$ cat src/rtl/limb_defines.svh
`ifndef LIMB_DEFINES_SVH
`define LIMB_DEFINES_SVH

// data path widths
`define LIMB_WORD_W       32
`define LIMB_GAIN_W       16

// transmit sck phase length in clock cycles, divider of 13
`define LIMB_SPI_HALF     13

`define LIMB_SYNC_STAGES  2   // input pin synchronizer depth

// host register map
`define LIMB_ADDR_W       8
`define LIMB_GAIN_RESET   1
`define LIMB_REG_GAIN      8'h00
`define LIMB_REG_LAST_RATE 8'h04
`define LIMB_REG_FRAMES    8'h08
`define LIMB_REG_DROPS     8'h0C

`endif

$ cat src/rtl/limb_host_pkg.sv
`include "limb_defines.svh"

package limb_host_pkg;

    typedef enum logic [1:0] {
        RESP_OKAY   = 2'b00,
        RESP_SLVERR = 2'b10
    } resp_e;

    typedef enum logic [`LIMB_ADDR_W-1:0] {
        REG_GAIN      = `LIMB_REG_GAIN,
        REG_LAST_RATE = `LIMB_REG_LAST_RATE,
        REG_FRAMES    = `LIMB_REG_FRAMES,
        REG_DROPS     = `LIMB_REG_DROPS
    } reg_addr_e;

    // master side of the AXI4-Lite link
    typedef struct packed {
        logic                       aw_valid;
        logic [`LIMB_ADDR_W-1:0]    aw_addr;
        logic                       w_valid;
        logic [`LIMB_WORD_W-1:0]    w_data;
        logic [`LIMB_WORD_W/8-1:0]  w_strb;
        logic                       b_ready;
        logic                       ar_valid;
        logic [`LIMB_ADDR_W-1:0]    ar_addr;
        logic                       r_ready;
    } axil_req_t;

    // slave side
    typedef struct packed {
        logic                       aw_ready;
        logic                       w_ready;
        logic                       b_valid;
        resp_e                      b_resp;
        logic                       ar_ready;
        logic                       r_valid;
        logic [`LIMB_WORD_W-1:0]    r_data;
        resp_e                      r_resp;
    } axil_rsp_t;

endpackage

$ cat src/rtl/limb_link_pkg.sv
`include "limb_defines.svh"

package limb_link_pkg;

    // one rate word between stages
    typedef struct packed {
        logic                     valid;
        logic [`LIMB_WORD_W-1:0]  data;
    } rate_word_t;

    // same bundle for input and output links
    typedef struct packed {
        logic sck;
        logic mosi;
        logic ssel_n;   // active low frame select
    } spi_pins_t;

    typedef enum logic [1:0] {
        IDLE,
        SHIFT,
        GAP
    } spi_state_e;

endpackage

$ cat src/rtl/host_regs.sv
`include "limb_defines.svh"

module host_regs (
    input  logic                       i_ep50trig,
    input  logic                       i_reset_global,
    input  limb_host_pkg::axil_req_t   i_axil,
    output limb_host_pkg::axil_rsp_t   o_axil,
    input  logic [`LIMB_WORD_W-1:0]    i_last_rate,
    input  logic [`LIMB_WORD_W-1:0]    i_frames,
    input  logic [`LIMB_WORD_W-1:0]    i_drops,
    output logic [`LIMB_GAIN_W-1:0]    o_gain
);

    localparam int WORD_W     = `LIMB_WORD_W;
    localparam int GAIN_W     = `LIMB_GAIN_W;
    localparam int GAIN_BYTES = GAIN_W / 8;

    logic                        wr_fire;
    logic                        rd_fire;
    logic                        b_valid_q;
    limb_host_pkg::resp_e        b_resp_q;
    logic                        r_valid_q;
    logic [WORD_W-1:0]           r_data_q;
    limb_host_pkg::resp_e        r_resp_q;
    logic [GAIN_W-1:0]           gain_q;
    limb_host_pkg::reg_addr_e    rd_addr;
    logic [WORD_W-1:0]           rd_data;
    limb_host_pkg::resp_e        rd_resp;

    assign wr_fire = i_axil.aw_valid & i_axil.w_valid & ~b_valid_q;
    assign rd_fire = i_axil.ar_valid & ~r_valid_q;

    //////////////////////////////////////////////////////////////////////
    // write channel, gain is the only writable register
    //////////////////////////////////////////////////////////////////////
    always_ff @(posedge i_ep50trig or posedge i_reset_global) begin
        if (i_reset_global) begin
            b_valid_q <= 1'b0;
            b_resp_q  <= limb_host_pkg::RESP_OKAY;
            gain_q    <= GAIN_W'(`LIMB_GAIN_RESET);
        end else if (wr_fire) begin
            b_valid_q <= 1'b1;
            if (limb_host_pkg::reg_addr_e'(i_axil.aw_addr) == limb_host_pkg::REG_GAIN) begin
                b_resp_q <= limb_host_pkg::RESP_OKAY;
                for (int b = 0; b < GAIN_BYTES; b++) begin
                    if (i_axil.w_strb[b])
                        gain_q[b*8 +: 8] <= i_axil.w_data[b*8 +: 8];
                end
            end else begin
                b_resp_q <= limb_host_pkg::RESP_SLVERR;  // status regs are read only
            end
        end else if (i_axil.b_ready) begin
            b_valid_q <= 1'b0;
        end
    end

    //////////////////////////////////////////////////////////////////////
    // read channel
    //////////////////////////////////////////////////////////////////////
    assign rd_addr = limb_host_pkg::reg_addr_e'(i_axil.ar_addr);

    always_comb begin
        rd_resp = limb_host_pkg::RESP_OKAY;
        case (rd_addr)
            limb_host_pkg::REG_GAIN:      rd_data = {{(WORD_W-GAIN_W){1'b0}}, gain_q};
            limb_host_pkg::REG_LAST_RATE: rd_data = i_last_rate;
            limb_host_pkg::REG_FRAMES:    rd_data = i_frames;
            limb_host_pkg::REG_DROPS:     rd_data = i_drops;
            default: begin
                rd_data = '0;  // unmapped
                rd_resp = limb_host_pkg::RESP_SLVERR;
            end
        endcase
    end

    always_ff @(posedge i_ep50trig or posedge i_reset_global) begin
        if (i_reset_global) begin
            r_valid_q <= 1'b0;
            r_resp_q  <= limb_host_pkg::RESP_OKAY;
        end else if (rd_fire) begin
            r_valid_q <= 1'b1;
            r_resp_q  <= rd_resp;
        end else if (i_axil.r_ready) begin
            r_valid_q <= 1'b0;
        end
    end

    always_ff @(posedge i_ep50trig) begin
        if (rd_fire)
            r_data_q <= rd_data;
    end

    always_comb begin
        o_axil.aw_ready = wr_fire;  // aw and w taken together
        o_axil.w_ready  = wr_fire;
        o_axil.b_valid  = b_valid_q;
        o_axil.b_resp   = b_resp_q;
        o_axil.ar_ready = rd_fire;
        o_axil.r_valid  = r_valid_q;
        o_axil.r_data   = r_data_q;
        o_axil.r_resp   = r_resp_q;
    end

    assign o_gain = gain_q;

    // write response must wait for the host
    a_bvalid_hold: assert property (@(posedge i_ep50trig) disable iff (i_reset_global)
        b_valid_q && !i_axil.b_ready |=> b_valid_q);

endmodule

$ cat src/rtl/spindle_rx.sv
`include "limb_defines.svh"

module spindle_rx (
    input  logic                         i_ep50trig,
    input  logic                         i_reset_global,
    input  limb_link_pkg::spi_pins_t     i_pins,
    output limb_link_pkg::rate_word_t    o_word,
    output logic [`LIMB_WORD_W-1:0]      o_last_rate,
    output logic [`LIMB_WORD_W-1:0]      o_frames
);

    localparam int WORD_W = `LIMB_WORD_W;
    localparam int SYNC   = `LIMB_SYNC_STAGES;
    localparam int CNT_W  = $clog2(WORD_W) + 1;  // room to see more than 32 bits
    localparam limb_link_pkg::spi_pins_t PINS_IDLE = '{sck: 1'b0, mosi: 1'b0, ssel_n: 1'b1};

    limb_link_pkg::spi_pins_t sync_q [SYNC];
    limb_link_pkg::spi_pins_t pins_s;
    limb_link_pkg::spi_pins_t pins_d;
    logic                     sck_rise;
    logic                     ssel_rise;
    logic [CNT_W-1:0]         bit_cnt;
    logic [WORD_W-1:0]        shift_q;
    logic                     word_valid;
    logic [WORD_W-1:0]        word_data;

    //////////////////////////////////////////////////////////////////////
    // pin synchronizer and edge detect
    //////////////////////////////////////////////////////////////////////
    always_ff @(posedge i_ep50trig or posedge i_reset_global) begin
        if (i_reset_global) begin
            for (int i = 0; i < SYNC; i++)
                sync_q[i] <= PINS_IDLE;
            pins_d <= PINS_IDLE;
        end else begin
            sync_q[0] <= i_pins;
            for (int i = 1; i < SYNC; i++)
                sync_q[i] <= sync_q[i-1];
            pins_d <= pins_s;
        end
    end

    assign pins_s    = sync_q[SYNC-1];
    assign sck_rise  = pins_s.sck & ~pins_d.sck;
    assign ssel_rise = pins_s.ssel_n & ~pins_d.ssel_n;  // end of frame

    always_ff @(posedge i_ep50trig or posedge i_reset_global) begin
        if (i_reset_global) begin
            bit_cnt     <= '0;
            word_valid  <= 1'b0;
            o_last_rate <= '0;
            o_frames    <= '0;
        end else begin
            word_valid <= 1'b0;
            if (ssel_rise && bit_cnt == CNT_W'(WORD_W)) begin
                word_valid  <= 1'b1;
                o_last_rate <= shift_q;
                o_frames    <= o_frames + 1'b1;
            end
            if (pins_s.ssel_n)
                bit_cnt <= '0;
            else if (sck_rise && bit_cnt != '1)
                bit_cnt <= bit_cnt + 1'b1;   // saturates on long frames
        end
    end

    always_ff @(posedge i_ep50trig) begin
        if (!pins_s.ssel_n && sck_rise)
            shift_q <= {shift_q[WORD_W-2:0], pins_s.mosi};  // msb first
        if (ssel_rise)
            word_data <= shift_q;
    end

    assign o_word = '{valid: word_valid, data: word_data};

    a_full_frame: assert property (@(posedge i_ep50trig) disable iff (i_reset_global)
        word_valid |-> $past(ssel_rise) && $past(bit_cnt) == CNT_W'(WORD_W));

endmodule

$ cat src/rtl/rate_scaler.sv
`include "limb_defines.svh"

module rate_scaler (
    input  logic                         i_ep50trig,
    input  logic                         i_reset_global,
    input  limb_link_pkg::rate_word_t    i_word,
    input  logic [`LIMB_GAIN_W-1:0]      i_gain,
    input  logic                         i_ready,
    output limb_link_pkg::rate_word_t    o_word,
    output logic [`LIMB_WORD_W-1:0]      o_drops
);

    localparam int WORD_W = `LIMB_WORD_W;
    localparam int GAIN_W = `LIMB_GAIN_W;

    logic [WORD_W+GAIN_W-1:0] product;
    logic [WORD_W-1:0]        scaled;
    logic                     full_q;
    logic [WORD_W-1:0]        data_q;
    logic                     drain;
    logic                     accept;

    assign product = i_word.data * i_gain;
    assign scaled  = (|product[WORD_W+GAIN_W-1:WORD_W]) ? '1 : product[WORD_W-1:0];

    assign drain  = full_q & i_ready;
    assign accept = i_word.valid & (~full_q | drain);  // slot free or freeing now

    always_ff @(posedge i_ep50trig or posedge i_reset_global) begin
        if (i_reset_global) begin
            full_q  <= 1'b0;
            o_drops <= '0;
        end else begin
            if (accept)
                full_q <= 1'b1;
            else if (drain)
                full_q <= 1'b0;
            if (i_word.valid && !accept)
                o_drops <= o_drops + 1'b1;
        end
    end

    always_ff @(posedge i_ep50trig) begin
        if (accept)
            data_q <= scaled;
    end

    assign o_word = '{valid: full_q, data: data_q};

    a_hold_stalled: assert property (@(posedge i_ep50trig) disable iff (i_reset_global)
        o_word.valid && !i_ready |=> o_word.valid && $stable(o_word.data));

endmodule

$ cat src/rtl/spi_tx.sv
`include "limb_defines.svh"

module spi_tx (
    input  logic                         i_ep50trig,
    input  logic                         i_reset_global,
    input  limb_link_pkg::rate_word_t    i_word,
    output logic                         o_ready,
    output limb_link_pkg::spi_pins_t     o_pins
);

    localparam int WORD_W = `LIMB_WORD_W;
    localparam int HALF   = `LIMB_SPI_HALF;
    localparam int HALF_W = $clog2(HALF);
    localparam int BIT_W  = $clog2(WORD_W);

    limb_link_pkg::spi_state_e state;
    logic [HALF_W-1:0]         half_cnt;
    logic                      half_end;
    logic [BIT_W-1:0]          bit_cnt;
    logic [WORD_W-1:0]         shift_q;
    logic                      sck_q;
    logic                      mosi_q;
    logic                      ssel_n_q;
    logic                      sck_fall;

    assign o_ready  = (state == limb_link_pkg::IDLE);
    assign half_end = (half_cnt == HALF_W'(HALF - 1));
    assign sck_fall = (state == limb_link_pkg::SHIFT) && half_end && sck_q;

    //////////////////////////////////////////////////////////////////////
    // transmit FSM
    //////////////////////////////////////////////////////////////////////
    always_ff @(posedge i_ep50trig or posedge i_reset_global) begin
        if (i_reset_global) begin
            state    <= limb_link_pkg::IDLE;
            half_cnt <= '0;
            bit_cnt  <= '0;
            sck_q    <= 1'b0;
            mosi_q   <= 1'b0;
            ssel_n_q <= 1'b1;
        end else begin
            case (state)
                limb_link_pkg::IDLE: begin
                    half_cnt <= '0;
                    bit_cnt  <= '0;
                    if (i_word.valid) begin
                        state    <= limb_link_pkg::SHIFT;
                        ssel_n_q <= 1'b0;
                        mosi_q   <= i_word.data[WORD_W-1];  // first bit ahead of sck
                    end
                end
                limb_link_pkg::SHIFT: begin
                    half_cnt <= half_end ? '0 : half_cnt + 1'b1;
                    if (half_end)
                        sck_q <= ~sck_q;
                    if (sck_fall) begin
                        if (bit_cnt == BIT_W'(WORD_W - 1)) begin
                            state    <= limb_link_pkg::GAP;
                            ssel_n_q <= 1'b1;
                            mosi_q   <= 1'b0;
                        end else begin
                            bit_cnt <= bit_cnt + 1'b1;
                            mosi_q  <= shift_q[WORD_W-2];  // next bit
                        end
                    end
                end
                limb_link_pkg::GAP: begin
                    half_cnt <= half_end ? '0 : half_cnt + 1'b1;
                    if (half_end)
                        state <= limb_link_pkg::IDLE;
                end
                default: state <= limb_link_pkg::IDLE;
            endcase
        end
    end

    always_ff @(posedge i_ep50trig) begin
        if (o_ready && i_word.valid)
            shift_q <= i_word.data;
        else if (sck_fall)
            shift_q <= shift_q << 1;
    end

    assign o_pins = '{sck: sck_q, mosi: mosi_q, ssel_n: ssel_n_q};

    a_ssel_in_shift: assert property (@(posedge i_ep50trig) disable iff (i_reset_global)
        state == limb_link_pkg::SHIFT |-> !o_pins.ssel_n);

endmodule

$ cat src/rtl/limb_link_top.sv
`include "limb_defines.svh"

module limb_link_top (
    input  logic                         i_ep50trig,
    input  logic                         i_reset_global,
    input  limb_host_pkg::axil_req_t     i_axil,
    output limb_host_pkg::axil_rsp_t     o_axil,
    input  limb_link_pkg::spi_pins_t     i_spindle_pins,
    output limb_link_pkg::spi_pins_t     o_spi_pins
);

    limb_link_pkg::rate_word_t    rx_word;      // one cycle pulses, no stall
    limb_link_pkg::rate_word_t    scaled_word;
    logic                         tx_ready;
    logic [`LIMB_GAIN_W-1:0]      gain;
    logic [`LIMB_WORD_W-1:0]      last_rate;
    logic [`LIMB_WORD_W-1:0]      frames;
    logic [`LIMB_WORD_W-1:0]      drops;

    host_regs host_regs_inst (
        .i_ep50trig     (i_ep50trig),
        .i_reset_global (i_reset_global),
        .i_axil         (i_axil),
        .o_axil         (o_axil),
        .i_last_rate    (last_rate),
        .i_frames       (frames),
        .i_drops        (drops),
        .o_gain         (gain)
    );

    //////////////////////////////////////////////////////////////////////
    // rx -> scale -> tx
    //////////////////////////////////////////////////////////////////////
    spindle_rx spindle_rx_inst (
        .i_ep50trig     (i_ep50trig),
        .i_reset_global (i_reset_global),
        .i_pins         (i_spindle_pins),
        .o_word         (rx_word),
        .o_last_rate    (last_rate),
        .o_frames       (frames)
    );

    rate_scaler rate_scaler_inst (
        .i_ep50trig     (i_ep50trig),
        .i_reset_global (i_reset_global),
        .i_word         (rx_word),
        .i_gain         (gain),
        .i_ready        (tx_ready),
        .o_word         (scaled_word),
        .o_drops        (drops)
    );

    spi_tx spi_tx_inst (
        .i_ep50trig     (i_ep50trig),
        .i_reset_global (i_reset_global),
        .i_word         (scaled_word),
        .o_ready        (tx_ready),
        .o_pins         (o_spi_pins)
    );

endmodule

$ cat config.mk
export PLATFORM = sky130hd
export DESIGN_NAME = limb_link_top
export DESIGN_NICKNAME = d
export VERILOG_FILES = /design/src/rtl/limb_host_pkg.sv /design/src/rtl/limb_link_pkg.sv /design/src/rtl/host_regs.sv /design/src/rtl/spindle_rx.sv /design/src/rtl/rate_scaler.sv /design/src/rtl/spi_tx.sv /design/src/rtl/limb_link_top.sv
export VERILOG_INCLUDE_DIRS = /design/src /design/src/rtl
export SDC_FILE = /design/constraint.sdc
export NUM_CORES = 2
export LEC_CHECK = 0
export ABC_AREA = 1
export BUFFER_PORTS_ARGS = -buffer_cell sky130_fd_sc_hd__buf_4
export CAP_MARGIN = 20
export CORE_MARGIN = 2
export CORE_UTILIZATION = 65
export CTS_CLUSTER_DIAMETER = 100
export DETAILED_ROUTE_END_ITERATION = 12
export PLACE_DENSITY_LB_ADDON = 0.15
export SLEW_MARGIN = 20
export SYNTH_ARGS = -nofsm -noshare
export SYNTH_HDL_FRONTEND = slang
export SYNTH_SLANG_ARGS = --single-unit
export TNS_END_PERCENT = 5
$ cat constraint.sdc
create_clock -name i_ep50trig -period 6.75 [get_ports i_ep50trig]
set_clock_uncertainty 0.05 [all_clocks]
set_input_delay 1.0125 -clock i_ep50trig [delete_from_list [all_inputs] [get_ports i_ep50trig]]
set_output_delay 1.0125 -clock i_ep50trig [all_outputs]
set_load 0.1 [all_outputs]
==> reports/results.md <==
| Stage | Result | Value |
|---|---|---|
| yosys | Cell count after synthesis | 3601 |
| cells and area | Final-layout fill cell count | 3473 |
| clock network | Sink count of the clock tree | 305 |
| power and ir drop | Static Leak | 0.0177 uW |
| route | Drt total wl | 75200 um |
| setup path | Maximum cell stage delay along the critical path | 0.75 ns |
| place | Last weighted congestion value of the routability-driven placer | 0.977 |
| setup path | WP data arrival | 6.66 ns |
| yosys | Synth Register Bits | 305 |
| place | Place WS | 0.193 ns |
| cells and area | Post-route core utilization | 72.4% |
| grt | Global-route congestion overflow total | 0 |
| grt | Global-route wire length before repair | 123000 um |
| cells and area | Most common library cell in the layout ignoring fill and taps | sky130_fd_sc_hd__nand2_1 |
| cells and area | Growth of design area from synthesis to finish | 10.4% |
| setup path | Critical Path Most Common Cell | sky130_fd_sc_hd__fa_1 |
| sta | Max Transition Viols Final | 0 |
| clock network | Total CTS buffers | 34 |
| setup path | Instance count on the critical path | 23 |
| yosys | Async set or reset register ratio after synthesis | 47.9% |
| route | Iteration count of the initial detailed-routing pass | 6 |
| setup path | Critical Path Sink Type | register |
| setup path | CP Class | reg -> reg |
| place | Number of buffers inserted by port buffering | 85 |
| cells and area | Net count, final | 4284 |
| route | Initial drt markers | 1721 |
| hold path | Startpoint of the lowest-slack hold path | spindle_rx_inst.sync_q[4] |
| floorplanning | I/O pins | 106 |
| floorplanning | Height of the chip | 220 um |
| yosys | Synthesized area | 30300 um^2 |
| sta | FMAX | 156 MHz |
| route | DRC Markers | 0 |
| run | # Max-Cap Violations | 0 |
| grt | Largest net degree at the start of global routing | 77 |
| sta | Slew @ Worst Pin | 1.01 ns |
| cells and area | Area of the multi-input gates | 17800 um^2 |
| yosys | Sequential fraction of the synthesis area | 27.8% |
| clock network | Number of buffers inserted by hold repair at cts | 0 |
| cells and area | Antenna fix cells | 0 |
| cells and area | Area taken by flip-flops and latches | 8440 um^2 |
| cells and area | Layout cells sized above 1 | 9.41% |
| route | Ratio of routed vias to standard cells | 5.41 |
| setup path | Data required, critical path | 7.00 ns |
| floorplanning | Die width | 220 um |
| cells and area | Final Cell Area | 33500 um^2 |
| yosys | Main area contributors after synthesis | sky130_fd_sc_hd__fa_1 (28%), sky130_fd_sc_hd__edfxtp_1 (16%), sky130_fd_sc_hd__nand2_1 (13%), sky130_fd_sc_hd__dfrtp_1 (12%), sky130_fd_sc_hd__inv_1 (11%) |
| hold path | Endpoint with the worst hold slack | spindle_rx_inst.pins_s[1] |
| grt | Vias in the first global route | 24224 |
| yosys | Post-synth cell types | 45 |
| sta | Final Hold Viols | 0 |
| sta | Minimum setup slack in the final design | 0.343 ns |
| yosys | Synth warn | 0 |
| route | Vias after detailed routing | 23278 |
| floorplanning | Core footprint | 46300 um^2 |
| floorplanning | Initial core utilization | 65.6% |
| yosys | Avg Cell Area, Syn | 8.42 um^2 |
| setup path | Crit path buffers/inverters | 4 |
| clock network | CTS clk-pin slew, worst paths | 0.06 ns |
| cells and area | Top library cells by usage in the layout, fill and taps aside | sky130_fd_sc_hd__nand2_1 (1035), sky130_fd_sc_hd__inv_1 (917), sky130_fd_sc_hd__fa_1 (418), sky130_fd_sc_hd__buf_4 (169), sky130_fd_sc_hd__edfxtp_1 (159) |
| power and ir drop | Power density normalized to cell area | 338 nW/um^2 |
| hold path | Path type of the worst min-delay path | reg -> reg |
| power and ir drop | Peak supply drop | 297 uV |
| sta | Post-route setup TNS | 0 ns |
| route | Routed length per placed instance | 17.5 um |
| clock network | CTS max path bufs | 3 |
| clock network | Clock network latency to the later pin of the worst-skew pair | 0.58 ns |
| setup path | Cell-by-cell trace of the critical path | nand2_1 -> fa_1 -> fa_1 -> inv_1 -> fa_1 -> inv_1 -> fa_1 -> fa_1 -> fa_1 -> inv_1 -> ha_1 -> nand2_1 -> nor2_2 -> nand3_1 -> nor2_1 -> nand3_1 -> nand4_1 -> nand2_1 -> nor2_1 -> nand2_1 -> nor2_4 -> buf_12 -> nand3_1 |
| yosys | Top cell type's share of synthesized area | 27.6% |
| clock network | Clock tree from TritonCTS | done |
| grt | Antenna violations before repair | 0 |
| route | Count of antenna-violating nets left after detailed routing | 0 |
| setup path | Slowest stage cell, crit path | sky130_fd_sc_hd__edfxtp_1 |
| setup path | Reg-to-reg startpoint | spindle_rx_inst.word_data[27] |
| clock network | CTS Root Cell | sky130_fd_sc_hd__clkbuf_16 |
| yosys | Dominant register cell in the synthesized netlist | sky130_fd_sc_hd__edfxtp_1 |
| floorplanning | Die area | 48400 um^2 |
| sta | Setup violations, final | 0 |
| hold path | Hold path cells | 0 |
| sta | Post-route minimum period | 6.41 ns |
| grt | Global Route Usage Sum | 32.6% |
| setup path | Worst Reg2Reg Path Length in Cells | 23 |
| sta | Max-slew headroom | 32.6% |
| setup path | Reg2Reg Capture Point | rate_scaler_inst.data_q[2] |
| floorplanning | Count of standard-cell rows | 79 |
| place | Sum of net half-perimeters after detailed placement | 58400 um |
| setup path | Category of the worst setup path launch point | register |
| setup path | Kind of cell adding the most delay to the critical path | adder cells |
| setup path | Worst-path maximum fanout | 32 |
| power and ir drop | Pwr Total | 11300 uW |
| sta | Ratio of final minimum period to clock period | 94.9% |
| setup path | Reg-to-reg setup timing slack | 0.34 ns |
| outcome | Result of the run | finished clean |
| yosys | Post-synthesis cell type with the largest combined area | sky130_fd_sc_hd__fa_1 |
| clock network | CTS HTree Levels | 2 |
| place | Post-place instance area | 31900 um^2 |
| yosys | Number of enable flip-flop cells after synthesis | 159 |
## cell type report
| type | instances | share of cell area (%) |
|---|---|---|
| repair buffers | 201 | 5.63 |
| multi-input cells | 2207 | 53.1 |
| inverters | 923 | 10.4 |
| clock buffers | 46 | 2.77 |
| clock inverters | 15 | 0.688 |
| flip-flops and latches | 305 | 25.2 |
| well taps | 607 | 2.27 |
## cell families after synthesis
family	synth area share (%)
AND/OR/NAND/NOR	18.8
other	0.0124
buffers and inverters	13.8
multiplexers	1.37
adder cells (fa/ha/maj)	33.0
flip-flops	27.8
XOR/XNOR	2.66
AO/OA/AOI/OAI	2.56
## how the worst max path moves through the flow
stage	from	endpoint
6_report	spindle_rx_inst.word_data[27]	rate_scaler_inst.data_q[2]
5_1_grt	host_regs_inst.o_gain[10]	rate_scaler_inst.data_q[2]
4_1_cts	spindle_rx_inst.word_data[16]	rate_scaler_inst.data_q[5]
3_5_place_dp	spindle_rx_inst.word_data[6]	rate_scaler_inst.data_q[5]
3_3_place_gp	spindle_rx_inst.word_data[6]	rate_scaler_inst.data_q[31]
2_1_floorplan	spindle_rx_inst.word_data[10]	rate_scaler_inst.data_q[10]
## repair_timing
action,CTS,global route
resized for setup,0,13
hold endpoints to repair,0,0
setup buffers,0,34
setup endpoints to repair,0,32
## per-stage QoR
stage | hold slack (ns) | cells
2_1_floorplan | 0.281 | 3602
3_3_place_gp | 0.283 | 4208
3_5_place_dp | 0.285 | 4209
4_1_cts | 0.288 | 4270
5_1_grt | 0.309 | 4304
6_report | 0.287 | 4304
## synthesized netlist by cell type, types with 13 or more instances
cell / instances
sky130_fd_sc_hd__dfrtp_1: 141
sky130_fd_sc_hd__clkbuf_1: 145
sky130_fd_sc_hd__ha_1: 132
sky130_fd_sc_hd__nand4_1: 13
sky130_fd_sc_hd__nand2_1: 1035
sky130_fd_sc_hd__xor2_1: 67
sky130_fd_sc_hd__mux2_2: 37
sky130_fd_sc_hd__nor3_1: 24
sky130_fd_sc_hd__nor2_1: 147
sky130_fd_sc_hd__a21oi_1: 53
sky130_fd_sc_hd__inv_1: 918
sky130_fd_sc_hd__nand3_1: 128
sky130_fd_sc_hd__o21ai_0: 24
sky130_fd_sc_hd__fa_1: 418
sky130_fd_sc_hd__xnor2_1: 25
sky130_fd_sc_hd__edfxtp_1: 159
## worst reg2reg max path: stages, from the launching register on
cell	delay, ns
sky130_fd_sc_hd__edfxtp_1	0.75
sky130_fd_sc_hd__nand2_1	0.19
sky130_fd_sc_hd__fa_1	0.52
sky130_fd_sc_hd__fa_1	0.50
sky130_fd_sc_hd__inv_1	0.05
sky130_fd_sc_hd__fa_1	0.51
sky130_fd_sc_hd__inv_1	0.06
sky130_fd_sc_hd__fa_1	0.57
sky130_fd_sc_hd__fa_1	0.44
sky130_fd_sc_hd__fa_1	0.52
sky130_fd_sc_hd__inv_1	0.05
sky130_fd_sc_hd__ha_1	0.38
sky130_fd_sc_hd__nand2_1	0.16
sky130_fd_sc_hd__nor2_2	0.17
sky130_fd_sc_hd__nand3_1	0.12
sky130_fd_sc_hd__nor2_1	0.15
sky130_fd_sc_hd__nand3_1	0.16
sky130_fd_sc_hd__nand4_1	0.13
sky130_fd_sc_hd__nand2_1	0.06
sky130_fd_sc_hd__nor2_1	0.09
sky130_fd_sc_hd__nand2_1	0.09
sky130_fd_sc_hd__nor2_4	0.13
sky130_fd_sc_hd__buf_12	0.18
sky130_fd_sc_hd__nand3_1	0.11
## sequential cells by signal, indices dropped and copies added (netlist names), 5 cells and up
signal,flops
host_regs_inst.o_gain,16
host_regs_inst.r_data_q,32
rate_scaler_inst.data_q,32
rate_scaler_inst.o_drops,32
spi_tx_inst.bit_cnt,5
spi_tx_inst.shift_q,31
spindle_rx_inst.bit_cnt,6
spindle_rx_inst.o_frames,32
spindle_rx_inst.o_last_rate,32
spindle_rx_inst.shift_q,32
spindle_rx_inst.word_data,32
## where the power goes
group          total (uW)  internal [uW]  leakage, uW  switching, uW
sequential           2010           1990      0.00321           24.1
clock                1910           1110     0.000556            799
combinational        7400           2670       0.0139           4730
total               11300           5770       0.0177           5550
## layer usage
layer | vias to the layer above | routed length [um] | track usage [%]
met5 | - | 0 | 0
met4 | 0 | 2790 | 11.2
met3 | 206 | 5750 | 5.42
met2 | 957 | 37200 | 55.2
met1 | 11450 | 29500 | 42.8
li1 | 10665 | - | -
Note: power is estimated with default switching activity, not from simulation.
